--- config.mk ---
export PLATFORM = sky130hd
export DESIGN_NAME = dma_top
export DESIGN_NICKNAME = d
export VERILOG_FILES = /design/src/hw/dma_bus_pkg.sv /design/src/hw/dma_reg_pkg.sv /design/src/hw/dma_csr.sv /design/src/hw/dma_fifo.sv /design/src/hw/dma_read_engine.sv /design/src/hw/dma_top.sv /design/src/hw/dma_write_engine.sv
export VERILOG_INCLUDE_DIRS = /design/src /design/src/hw
export SDC_FILE = /design/constraint.sdc
export NUM_CORES = 2
export LEC_CHECK = 0
export BUFFER_PORTS_ARGS = -buffer_cell sky130_fd_sc_hd__buf_2
export CAP_MARGIN = 0
export CORE_ASPECT_RATIO = 2
export CORE_MARGIN = 2
export CORE_UTILIZATION = 66
export DETAILED_ROUTE_END_ITERATION = 8
export GPL_TIMING_DRIVEN = 0
export PLACE_DENSITY = 0.95
export SKIP_CTS_REPAIR_TIMING = 1
export SLEW_MARGIN = 20
export SYNTH_ARGS = -nofsm -noshare
export SYNTH_HDL_FRONTEND = slang
export SYNTH_SLANG_ARGS = --single-unit
--- constraint.sdc ---
create_clock -name clk_i -period 10.1 [get_ports clk_i]
set_input_delay 0.505 -clock clk_i [delete_from_list [all_inputs] [get_ports clk_i]]
set_output_delay 0.505 -clock clk_i [all_outputs]
set_load 0.005 [all_outputs]
--- src/hw/dma_consts.svh ---
// Register map, control bit positions and sizing constants of the DMA engine

`ifndef DMA_CONSTS_SVH
`define DMA_CONSTS_SVH

// Register byte offsets
`define DMA_REG_SRC     8'h00
`define DMA_REG_DST     8'h08
`define DMA_REG_VOLUME  8'h10
`define DMA_REG_BURST   8'h18
`define DMA_REG_CTRL    8'h1C

// Bit positions in the control/status word
`define DMA_CTRL_START  0
`define DMA_CTRL_DONE   1
`define DMA_CTRL_BUSY   2

// One beat is a 64-bit word
`define DMA_BEAT_BYTES  8

// Data FIFO entries
`define DMA_FIFO_DEPTH  16

// Longest burst in beats
`define DMA_MAX_BURST   16

`endif

--- src/hw/dma_bus_pkg.sv ---
// Types of the memory-side read and write channels
// Addresses, beats, counters and the engine state enums

`default_nettype none

package dma_bus_pkg;

    typedef logic [31:0] mem_addr_t;
    typedef logic [63:0] mem_data_t;
    typedef logic [31:0] byte_cnt_t;
    typedef logic [4:0]  beat_cnt_t;
    typedef logic [4:0]  fifo_lvl_t;

    // Burst read request, held until ready
    typedef struct packed {
        logic      valid;
        mem_addr_t addr;
        beat_cnt_t beats;
    } rd_req_t;

    typedef struct packed {
        logic      valid;
        mem_data_t data;
    } rd_resp_t;

    // One write beat, held until ready
    typedef struct packed {
        logic      valid;
        mem_addr_t addr;
        mem_data_t data;
    } wr_req_t;

    typedef enum logic [1:0] {
        RD_IDLE,
        RD_REQ,
        RD_DATA
    } rd_state_e;

    typedef enum logic [1:0] {
        WR_IDLE,
        WR_POP,
        WR_SEND,
        WR_ACK
    } wr_state_e;

endpackage

`default_nettype wire

--- src/hw/dma_reg_pkg.sv ---
// Types of the software register port
// Register words, request strobe and the transfer setup seen by the engines

`default_nettype none

package dma_reg_pkg;

    typedef logic [7:0]  reg_addr_t;
    typedef logic [31:0] reg_data_t;
    typedef logic [7:0]  burst_len_t;

    // Single-cycle access from software
    typedef struct packed {
        logic      strobe;
        logic      we;
        reg_addr_t addr;
        reg_data_t wdata;
    } reg_req_t;

    // Transfer setup handed to both engines
    typedef struct packed {
        reg_data_t  src_addr;
        reg_data_t  dst_addr;
        reg_data_t  volume;
        burst_len_t burst_len;
    } dma_cfg_t;

endpackage

`default_nettype wire

--- src/hw/dma_csr.sv ---
// Register block of the DMA engine
// Transfer setup registers, control/status bits and the start pulse

`default_nettype none

`include "dma_consts.svh"

module dma_csr
    import dma_reg_pkg::*;
(
    input  logic      clk_i,
    input  logic      rst_i,
    input  reg_req_t  reg_req_i,
    output reg_data_t reg_rdata_o,
    output logic      reg_rvalid_o,
    input  logic      done_i,
    output dma_cfg_t  cfg_o,
    output logic      start_o
);

    reg_data_t  src_q;
    reg_data_t  dst_q;
    reg_data_t  volume_q;
    burst_len_t burst_q;
    logic       start_bit_q;
    logic       done_bit_q;
    logic       busy_bit_q;
    logic       start_pulse_q;
    reg_data_t  ctrl_word;
    reg_data_t  rdata_d;
    reg_data_t  rdata_q;
    logic       rvalid_q;
    logic       wr_en;
    logic       rd_en;
    logic       start_req;

    assign wr_en = reg_req_i.strobe && reg_req_i.we;
    assign rd_en = reg_req_i.strobe && !reg_req_i.we;

    // Start is ignored while a transfer runs
    assign start_req = wr_en && (reg_req_i.addr == `DMA_REG_CTRL)
                     && reg_req_i.wdata[`DMA_CTRL_START] && !busy_bit_q;

    always_comb begin
        ctrl_word = '0;
        ctrl_word[`DMA_CTRL_START] = start_bit_q;
        ctrl_word[`DMA_CTRL_DONE]  = done_bit_q;
        ctrl_word[`DMA_CTRL_BUSY]  = busy_bit_q;
    end

    // ========================================
    // Setup registers
    // ========================================
    // Frozen while busy, the engines read them during the run
    always_ff @(posedge clk_i or negedge rst_i) begin
        if (!rst_i) begin
            src_q    <= '0;
            dst_q    <= '0;
            volume_q <= '0;
            burst_q  <= '0;
        end else if (wr_en && !busy_bit_q) begin
            case (reg_req_i.addr)
                `DMA_REG_SRC:    src_q    <= reg_req_i.wdata;
                `DMA_REG_DST:    dst_q    <= reg_req_i.wdata;
                `DMA_REG_VOLUME: volume_q <= reg_req_i.wdata;
                `DMA_REG_BURST:  burst_q  <= reg_req_i.wdata[7:0];
                default: ;
            endcase
        end
    end

    // ========================================
    // Control and status
    // ========================================
    always_ff @(posedge clk_i or negedge rst_i) begin
        if (!rst_i) begin
            start_bit_q   <= 1'b0;
            done_bit_q    <= 1'b0;
            busy_bit_q    <= 1'b0;
            start_pulse_q <= 1'b0;
        end else begin
            start_pulse_q <= start_req;
            if (start_req) begin
                start_bit_q <= 1'b1;
                busy_bit_q  <= 1'b1;
                done_bit_q  <= 1'b0;
            end else if (done_i) begin
                start_bit_q <= 1'b0;
                busy_bit_q  <= 1'b0;
                done_bit_q  <= 1'b1;
            end
        end
    end

    // Readback mux
    always_comb begin
        case (reg_req_i.addr)
            `DMA_REG_SRC:    rdata_d = src_q;
            `DMA_REG_DST:    rdata_d = dst_q;
            `DMA_REG_VOLUME: rdata_d = volume_q;
            `DMA_REG_BURST:  rdata_d = reg_data_t'(burst_q);
            `DMA_REG_CTRL:   rdata_d = ctrl_word;
            default:         rdata_d = '0;
        endcase
    end

    always_ff @(posedge clk_i) begin
        if (rd_en) begin
            rdata_q <= rdata_d;
        end
    end

    always_ff @(posedge clk_i or negedge rst_i) begin
        if (!rst_i) begin
            rvalid_q <= 1'b0;
        end else begin
            rvalid_q <= rd_en;
        end
    end

    assign reg_rdata_o  = rdata_q;
    assign reg_rvalid_o = rvalid_q;
    assign start_o      = start_pulse_q;
    assign cfg_o        = '{src_addr: src_q, dst_addr: dst_q, volume: volume_q,
                            burst_len: burst_q};

    // The write engine finishes a run long after its start, never in the same cycle
    assert property (@(posedge clk_i) disable iff (!rst_i) !(done_i && start_o))
        else $error("dma_csr: start and done pulse together");

endmodule

`default_nettype wire

--- src/hw/dma_fifo.sv ---
// Data FIFO between the read and write engines
// Circular buffer with a fill level and show-ahead output

`default_nettype none

`include "dma_consts.svh"

module dma_fifo
    import dma_bus_pkg::*;
#(
    parameter int DEPTH = `DMA_FIFO_DEPTH
)(
    input  logic      clk_i,
    input  logic      rst_i,
    input  logic      push_i,
    input  logic      pop_i,
    input  mem_data_t data_i,
    output mem_data_t data_o,
    output logic      full_o,
    output logic      empty_o,
    output fifo_lvl_t lvl_o
);

    localparam int PTR_W = $clog2(DEPTH);

    mem_data_t        mem_q [DEPTH];
    logic [PTR_W-1:0] wr_ptr_q;
    logic [PTR_W-1:0] rd_ptr_q;
    fifo_lvl_t        lvl_q;
    logic             do_push;
    logic             do_pop;

    // Wraps at DEPTH, also for depths that are not a power of two
    function automatic logic [PTR_W-1:0] ptr_next(input logic [PTR_W-1:0] ptr);
        if (ptr == PTR_W'(DEPTH - 1)) begin
            return '0;
        end
        return ptr + 1'b1;
    endfunction

    assign full_o  = (lvl_q == fifo_lvl_t'(DEPTH));
    assign empty_o = (lvl_q == '0);
    assign lvl_o   = lvl_q;
    assign data_o  = mem_q[rd_ptr_q];
    assign do_push = push_i && !full_o;
    assign do_pop  = pop_i && !empty_o;

    always_ff @(posedge clk_i) begin
        if (do_push) begin
            mem_q[wr_ptr_q] <= data_i;
        end
    end

    always_ff @(posedge clk_i or negedge rst_i) begin
        if (!rst_i) begin
            wr_ptr_q <= '0;
            rd_ptr_q <= '0;
            lvl_q    <= '0;
        end else begin
            if (do_push) begin
                wr_ptr_q <= ptr_next(wr_ptr_q);
            end
            if (do_pop) begin
                rd_ptr_q <= ptr_next(rd_ptr_q);
            end
            case ({do_push, do_pop})
                2'b10:   lvl_q <= lvl_q + 5'd1;
                2'b01:   lvl_q <= lvl_q - 5'd1;
                default: ;
            endcase
        end
    end

    assert property (@(posedge clk_i) disable iff (!rst_i) !(pop_i && empty_o))
        else $error("dma_fifo: pop while empty");

endmodule

`default_nettype wire

--- src/hw/dma_read_engine.sv ---
// Read side of the DMA engine
// Issues burst reads from the source and pushes returned beats into the FIFO

`default_nettype none

`include "dma_consts.svh"

module dma_read_engine
    import dma_reg_pkg::*;
    import dma_bus_pkg::*;
(
    input  logic      clk_i,
    input  logic      rst_i,
    input  logic      start_i,
    input  dma_cfg_t  cfg_i,
    output rd_req_t   rd_req_o,
    input  logic      rd_ready_i,
    input  rd_resp_t  rd_resp_i,
    output logic      rd_resp_ready_o,
    output logic      fifo_push_o,
    output mem_data_t fifo_data_o,
    input  logic      fifo_full_i,
    input  fifo_lvl_t fifo_lvl_i
);

    rd_state_e  state_q;
    rd_state_e  state_d;
    mem_addr_t  addr_q;
    mem_addr_t  addr_d;
    byte_cnt_t  bytes_q;
    byte_cnt_t  bytes_d;
    beat_cnt_t  beats_q;
    beat_cnt_t  beats_d;
    beat_cnt_t  burst_beats;
    logic [5:0] lvl_after;
    logic       has_room;
    logic       req_fire;
    logic       beat_fire;

    assign burst_beats = cfg_i.burst_len[4:0];

    // Only ask for a burst the FIFO can take in full
    assign lvl_after = {1'b0, fifo_lvl_i} + {1'b0, burst_beats};
    assign has_room  = (lvl_after <= 6'(`DMA_FIFO_DEPTH));

    assign rd_req_o.valid  = (state_q == RD_REQ) && has_room;
    assign rd_req_o.addr   = addr_q;
    assign rd_req_o.beats  = burst_beats;
    assign rd_resp_ready_o = (state_q == RD_DATA) && !fifo_full_i;

    assign req_fire    = rd_req_o.valid && rd_ready_i;
    assign beat_fire   = rd_resp_i.valid && rd_resp_ready_o;
    assign fifo_push_o = beat_fire;
    assign fifo_data_o = rd_resp_i.data;

    // ========================================
    // Burst FSM
    // ========================================
    always_comb begin
        state_d = state_q;
        addr_d  = addr_q;
        bytes_d = bytes_q;
        beats_d = beats_q;
        case (state_q)
            RD_IDLE: begin
                if (start_i) begin
                    addr_d  = cfg_i.src_addr;
                    bytes_d = cfg_i.volume;
                    state_d = RD_REQ;
                end
            end
            RD_REQ: begin
                if (req_fire) begin
                    beats_d = burst_beats;
                    state_d = RD_DATA;
                end
            end
            RD_DATA: begin
                if (beat_fire) begin
                    addr_d  = addr_q + mem_addr_t'(`DMA_BEAT_BYTES);
                    bytes_d = bytes_q - byte_cnt_t'(`DMA_BEAT_BYTES);
                    beats_d = beats_q - 5'd1;
                    // Last beat of the burst, and maybe of the whole run
                    if (beats_q == 5'd1) begin
                        if (bytes_q == byte_cnt_t'(`DMA_BEAT_BYTES)) begin
                            state_d = RD_IDLE;
                        end else begin
                            state_d = RD_REQ;
                        end
                    end
                end
            end
            default: state_d = RD_IDLE;
        endcase
    end

    always_ff @(posedge clk_i or negedge rst_i) begin
        if (!rst_i) begin
            state_q <= RD_IDLE;
            addr_q  <= '0;
            bytes_q <= '0;
            beats_q <= '0;
        end else begin
            state_q <= state_d;
            addr_q  <= addr_d;
            bytes_q <= bytes_d;
            beats_q <= beats_d;
        end
    end

    // Room reserved per burst keeps the FIFO from filling up mid-burst
    assert property (@(posedge clk_i) disable iff (!rst_i)
        (state_q == RD_DATA) |-> !fifo_full_i)
        else $error("dma_read_engine: FIFO full during a burst");

    // Burst length from software must fit the reservation
    assert property (@(posedge clk_i) disable iff (!rst_i)
        start_i |-> (cfg_i.burst_len != '0) && (cfg_i.burst_len <= 8'(`DMA_MAX_BURST)))
        else $error("dma_read_engine: burst length out of range");

endmodule

`default_nettype wire

--- src/hw/dma_top.sv ---
// Top level of the memory-to-memory DMA engine
// Register block, read engine, data FIFO and write engine

`default_nettype none

module dma_top
    import dma_reg_pkg::*;
    import dma_bus_pkg::*;
(
    input  logic      clk_i,
    input  logic      rst_i,
    input  reg_req_t  reg_req_i,
    output reg_data_t reg_rdata_o,
    output logic      reg_rvalid_o,
    output rd_req_t   mem_rd_req_o,
    input  logic      mem_rd_ready_i,
    input  rd_resp_t  mem_rd_resp_i,
    output logic      mem_rd_resp_ready_o,
    output wr_req_t   mem_wr_req_o,
    input  logic      mem_wr_ready_i,
    input  logic      mem_wr_ack_i,
    output logic      mem_wr_ack_ready_o
);

    dma_cfg_t  cfg;
    logic      start;
    logic      done;
    logic      fifo_push;
    logic      fifo_pop;
    mem_data_t fifo_wdata;
    mem_data_t fifo_rdata;
    logic      fifo_full;
    logic      fifo_empty;
    fifo_lvl_t fifo_lvl;

    dma_csr u_csr (
        .clk_i        (clk_i),
        .rst_i        (rst_i),
        .reg_req_i    (reg_req_i),
        .reg_rdata_o  (reg_rdata_o),
        .reg_rvalid_o (reg_rvalid_o),
        .done_i       (done),
        .cfg_o        (cfg),
        .start_o      (start)
    );

    dma_read_engine u_rd (
        .clk_i           (clk_i),
        .rst_i           (rst_i),
        .start_i         (start),
        .cfg_i           (cfg),
        .rd_req_o        (mem_rd_req_o),
        .rd_ready_i      (mem_rd_ready_i),
        .rd_resp_i       (mem_rd_resp_i),
        .rd_resp_ready_o (mem_rd_resp_ready_o),
        .fifo_push_o     (fifo_push),
        .fifo_data_o     (fifo_wdata),
        .fifo_full_i     (fifo_full),
        .fifo_lvl_i      (fifo_lvl)
    );

    dma_fifo u_fifo (
        .clk_i   (clk_i),
        .rst_i   (rst_i),
        .push_i  (fifo_push),
        .pop_i   (fifo_pop),
        .data_i  (fifo_wdata),
        .data_o  (fifo_rdata),
        .full_o  (fifo_full),
        .empty_o (fifo_empty),
        .lvl_o   (fifo_lvl)
    );

    dma_write_engine u_wr (
        .clk_i          (clk_i),
        .rst_i          (rst_i),
        .start_i        (start),
        .cfg_i          (cfg),
        .fifo_pop_o     (fifo_pop),
        .fifo_data_i    (fifo_rdata),
        .fifo_empty_i   (fifo_empty),
        .wr_req_o       (mem_wr_req_o),
        .wr_ready_i     (mem_wr_ready_i),
        .wr_ack_i       (mem_wr_ack_i),
        .wr_ack_ready_o (mem_wr_ack_ready_o),
        .done_o         (done)
    );

endmodule

`default_nettype wire

--- src/hw/dma_write_engine.sv ---
// Write side of the DMA engine
// Drains the FIFO into destination bursts, waits for each burst ack, flags done

`default_nettype none

`include "dma_consts.svh"

module dma_write_engine
    import dma_reg_pkg::*;
    import dma_bus_pkg::*;
(
    input  logic      clk_i,
    input  logic      rst_i,
    input  logic      start_i,
    input  dma_cfg_t  cfg_i,
    output logic      fifo_pop_o,
    input  mem_data_t fifo_data_i,
    input  logic      fifo_empty_i,
    output wr_req_t   wr_req_o,
    input  logic      wr_ready_i,
    input  logic      wr_ack_i,
    output logic      wr_ack_ready_o,
    output logic      done_o
);

    wr_state_e state_q;
    wr_state_e state_d;
    mem_addr_t addr_q;
    mem_addr_t addr_d;
    byte_cnt_t bytes_q;
    byte_cnt_t bytes_d;
    beat_cnt_t beats_q;
    beat_cnt_t beats_d;
    beat_cnt_t burst_beats;
    mem_data_t data_q;

    assign burst_beats = cfg_i.burst_len[4:0];

    assign fifo_pop_o     = (state_q == WR_POP) && !fifo_empty_i;
    assign wr_req_o.valid = (state_q == WR_SEND);
    assign wr_req_o.addr  = addr_q;
    assign wr_req_o.data  = data_q;
    assign wr_ack_ready_o = (state_q == WR_ACK);

    // Ack of the final burst ends the run
    assign done_o = wr_ack_ready_o && wr_ack_i && (bytes_q == '0);

    // Beat held here until the write channel takes it
    always_ff @(posedge clk_i) begin
        if (fifo_pop_o) begin
            data_q <= fifo_data_i;
        end
    end

    // ========================================
    // Burst FSM
    // ========================================
    always_comb begin
        state_d = state_q;
        addr_d  = addr_q;
        bytes_d = bytes_q;
        beats_d = beats_q;
        case (state_q)
            WR_IDLE: begin
                if (start_i) begin
                    addr_d  = cfg_i.dst_addr;
                    bytes_d = cfg_i.volume;
                    beats_d = burst_beats;
                    state_d = WR_POP;
                end
            end
            WR_POP: begin
                if (fifo_pop_o) begin
                    state_d = WR_SEND;
                end
            end
            WR_SEND: begin
                if (wr_ready_i) begin
                    addr_d  = addr_q + mem_addr_t'(`DMA_BEAT_BYTES);
                    bytes_d = bytes_q - byte_cnt_t'(`DMA_BEAT_BYTES);
                    beats_d = beats_q - 5'd1;
                    state_d = (beats_q == 5'd1) ? WR_ACK : WR_POP;
                end
            end
            WR_ACK: begin
                if (wr_ack_i) begin
                    beats_d = burst_beats;
                    state_d = (bytes_q == '0) ? WR_IDLE : WR_POP;
                end
            end
            default: state_d = WR_IDLE;
        endcase
    end

    always_ff @(posedge clk_i or negedge rst_i) begin
        if (!rst_i) begin
            state_q <= WR_IDLE;
            addr_q  <= '0;
            bytes_q <= '0;
            beats_q <= '0;
        end else begin
            state_q <= state_d;
            addr_q  <= addr_d;
            bytes_q <= bytes_d;
            beats_q <= beats_d;
        end
    end

endmodule

`default_nettype wire

==> impl_metrics.env <==
export IMPL_cpMostUsedCell="clkbuf_1"
export IMPL_path_max_fanout=10
export IMPL_antenna_found_initial=18
export IMPL_nFillCells=4571
export IMPL_p_leak_uw=0.02303
export IMPL_skew_ps=33.29
export IMPL_crit_required_ps=9600
export IMPL_design_area_um2=63560
export IMPL_synth_edf_count=1120
export IMPL_worst_pin_slew_ps=1240
export IMPL_min_period_over_period=0.4291
export IMPL_largestRegisters="u_fifo.mem_q (1024), u_wr.data_q (64)"
export IMPL_setup_viol=0
export IMPL_netlist_area_um2=56420
export IMPL_multi_input_area_um2=15300
export IMPL_vdd_drop_max_v=0.0003068
export IMPL_tns_ps=0
export IMPL_period_minus_slack_ps=4333
export IMPL_synth_nets=3684
export IMPL_grtUsageTotal=0.4124
export IMPL_crit_path_end_kind="output pin"
export IMPL_hold_viol=0
export IMPL_vias=38040
export IMPL_numCtsBuffers=108
export IMPL_rows=151
export IMPL_grt_pass1_wl_um=256600
export IMPL_slowest_stage="a21oi_1"
export IMPL_yosysWarnings=0
export IMPL_drive_gt1_frac=0.2186
export IMPL_via_per_inst=7.366
export IMPL_utilization=0.7509
export IMPL_timing_hold_ws_ps=41.18
export IMPL_fmax_mhz=230.8
export IMPL_min_delay_path_class="in2reg"
export IMPL_first_global_vias=38100
export IMPL_largest_reg_flops=1024
export IMPL_ant_nets=0
export IMPL_seq_area_frac_synth=0.7128
export IMPL_max_stage_delay_ps=710
export IMPL_cp_arrival_ps=3830
export IMPL_clock_latency_ps=740
export IMPL_finalWirelength_um=179900
export IMPL_path_buf_inv=5
export IMPL_drc=0
export IMPL_cts_tree="yes"
export IMPL_cts_htree_levels=3
export IMPL_dpl_hpwl_um=112000
export IMPL_start_util=0.6665
export IMPL_gr_total_overflow=0
export IMPL_cts_root_buf="clkbuf_16"
export IMPL_relSlewSlack=0.1734
export IMPL_slew_violations=0
export IMPL_drt_iter0_drc=5857
export IMPL_p_per_area_nw_per_um2=265.9
export IMPL_seqCellArea_um2=40210
export IMPL_clock_path_buffers=3
export IMPL_synthArstFlopShare=0.1902
export IMPL_place_congestion=1.013
export IMPL_die_area_um2=87980
export IMPL_start_kind="register"
export IMPL_area_growth_syn_to_layout_pct=12.66
export IMPL_synth_distinct_cells=73
export IMPL_synth_seq_cells=1383
export IMPL_grt_max_degree=78
export IMPL_coreArea_um2=84640
export IMPL_io_pins=282
export IMPL_die_h_um=417.5
export IMPL_dpl_cell_area_um2=60060
export IMPL_grt_setup_unrepaired="no"
export IMPL_firstDrtPassIters=7
export IMPL_crit_chain="inv_1, ha_1, clkbuf_1, clkinv_1, clkbuf_1, a21oi_1, buf_2"
export IMPL_largest_register="u_fifo.mem_q"
export IMPL_ys_flop_type="edfxtp_1"
export IMPL_wire_per_inst_um=34.84
export IMPL_clock_sink_count=1383
export IMPL_synth_avg_cell_area_um2=15.91
export IMPL_die_w_um=210.7
export IMPL_critical_path_class="reg2out"
export IMPL_max_cap_viol_count=0
export IMPL_final_nets=4126
export IMPL_port_buffers=279
export IMPL_status="finished, final reports clean"
export IMPL_syn_inst=3545
export IMPL_path_delay_family="buffers and inverters"
export IMPL_cts_reportedPaths_clkPinSlew_ps=70
==> worst paths after layout <==
kind	slack (ps)	start	endpoint	depth (start not counted)
max in group asynchronous	8210	rst_i	u_csr.dst_q[6]	5
hold reg to reg	510	u_wr.bytes_q[17]	u_wr.bytes_q[17]	2
min in group asynchronous	300	rst_i	u_csr.volume_q[15]	2
hold / removal	40	reg_req_i[30]	u_csr.dst_q[30]	2
setup reg to reg	5930	u_fifo.rd_ptr_q[0]	u_wr.data_q[18]	7
setup / recovery	5770	u_rd.state_q[0]	mem_rd_resp_ready_o	7
==> through the flow <==
stage,total power (uW),cells,setup slack (ps)
6_report,16900,5165,5767
5_1_grt,17310,5156,5823
4_1_cts,16650,5149,6002
3_5_place_dp,12320,4946,6184
3_3_place_gp,12060,4895,-2407
2_1_floorplan,10280,3545,3345
==> cell usage in the layout (no fill, tap or decap), drive strengths merged, types with 49 or more instances in the layout <==
cell type / n
nor3: 49
buf: 387
mux2i: 234
a221oi: 64
dfrtp: 263
nand3: 51
clkbuf: 283
o21ai: 253
a21oi: 253
clkinv: 50
a22oi: 89
mux4: 136
mux2: 177
nand2: 183
edfxtp: 1120
nor2: 157
==> synth_stat cells, types with 22 or more instances <==
| master | count | share of area |
|---|---|---|
| edfxtp_1 | 1120 | 0.60 |
| dfrtp_1 | 263 | 0.12 |
| a21oi_1 | 253 | 0.022 |
| o21ai_0 | 252 | 0.022 |
| mux2i_1 | 234 | 0.042 |
| nand2_1 | 181 | 0.012 |
| nor2_1 | 157 | 0.010 |
| mux2_2 | 147 | 0.029 |
| clkbuf_1 | 144 | 0.0096 |
| mux4_2 | 136 | 0.054 |
| a22oi_1 | 89 | 0.012 |
| a221oi_1 | 64 | 0.0099 |
| nand3_1 | 50 | 0.0044 |
| nor3_1 | 45 | 0.0040 |
| o22ai_1 | 38 | 0.0042 |
| inv_1 | 30 | 0.0020 |
| buf_1 | 27 | 0.0018 |
| mux2_4 | 27 | 0.0072 |
| buf_2 | 26 | 0.0023 |
| ha_1 | 26 | 0.0058 |
| or3_1 | 22 | 0.0024 |
==> layer usage <==
| layer | part of all wire | vias up | global-route usage | wire length (um) |
|---|---|---|---|---|
| li1 | - | 14810 | - | - |
| met1 | 0.29 | 18480 | 0.4342 | 51530 |
| met2 | 0.50 | 3683 | 0.6850 | 89380 |
| met3 | 0.11 | 1052 | 0.1013 | 20190 |
| met4 | 0.10 | 16 | 0.3651 | 18730 |
| met5 | 0.00062 | - | 0 | 112 |
==> kinds of logic (layout without fill, tap and decap cells) <==
group | Yosys count | in the layout | share of synthesized area
xor+xnor | 11 | 11 | 0.001708
mux | 547 | 547 | 0.1329
simple gates | 571 | 571 | 0.04784
fa+ha+maj | 27 | 27 | 0.006121
buf+inv | 240 | 775 | 0.01768
compound gates | 766 | 766 | 0.08093
flops | 1383 | 1383 | 0.7128
other cells | 0 | 14 | 0
==> report_power, final <==
group	total [uW]	internal [uW]	switching, uW	leakage (uW)
Clock	4290	2190	2090	0.00166
Combinational	5560	1890	3660	0.00774
Sequential	7050	6690	362	0.0136
==> cell type report <==
| class | count | area share |
|---|---|---|
| sequential | 1383 | 0.6327 |
| multi-input combinational | 1922 | 0.2407 |
| clock buffer | 131 | 0.04522 |
| timing repair buffer | 332 | 0.03506 |
| tap | 1071 | 0.02108 |
| buffer | 208 | 0.01400 |
| clock inverter | 72 | 0.008760 |
| inverter | 32 | 0.001890 |
| antenna | 14 | 0.0005512 |
No activity file was read; power rests on OpenSTA's default activity.
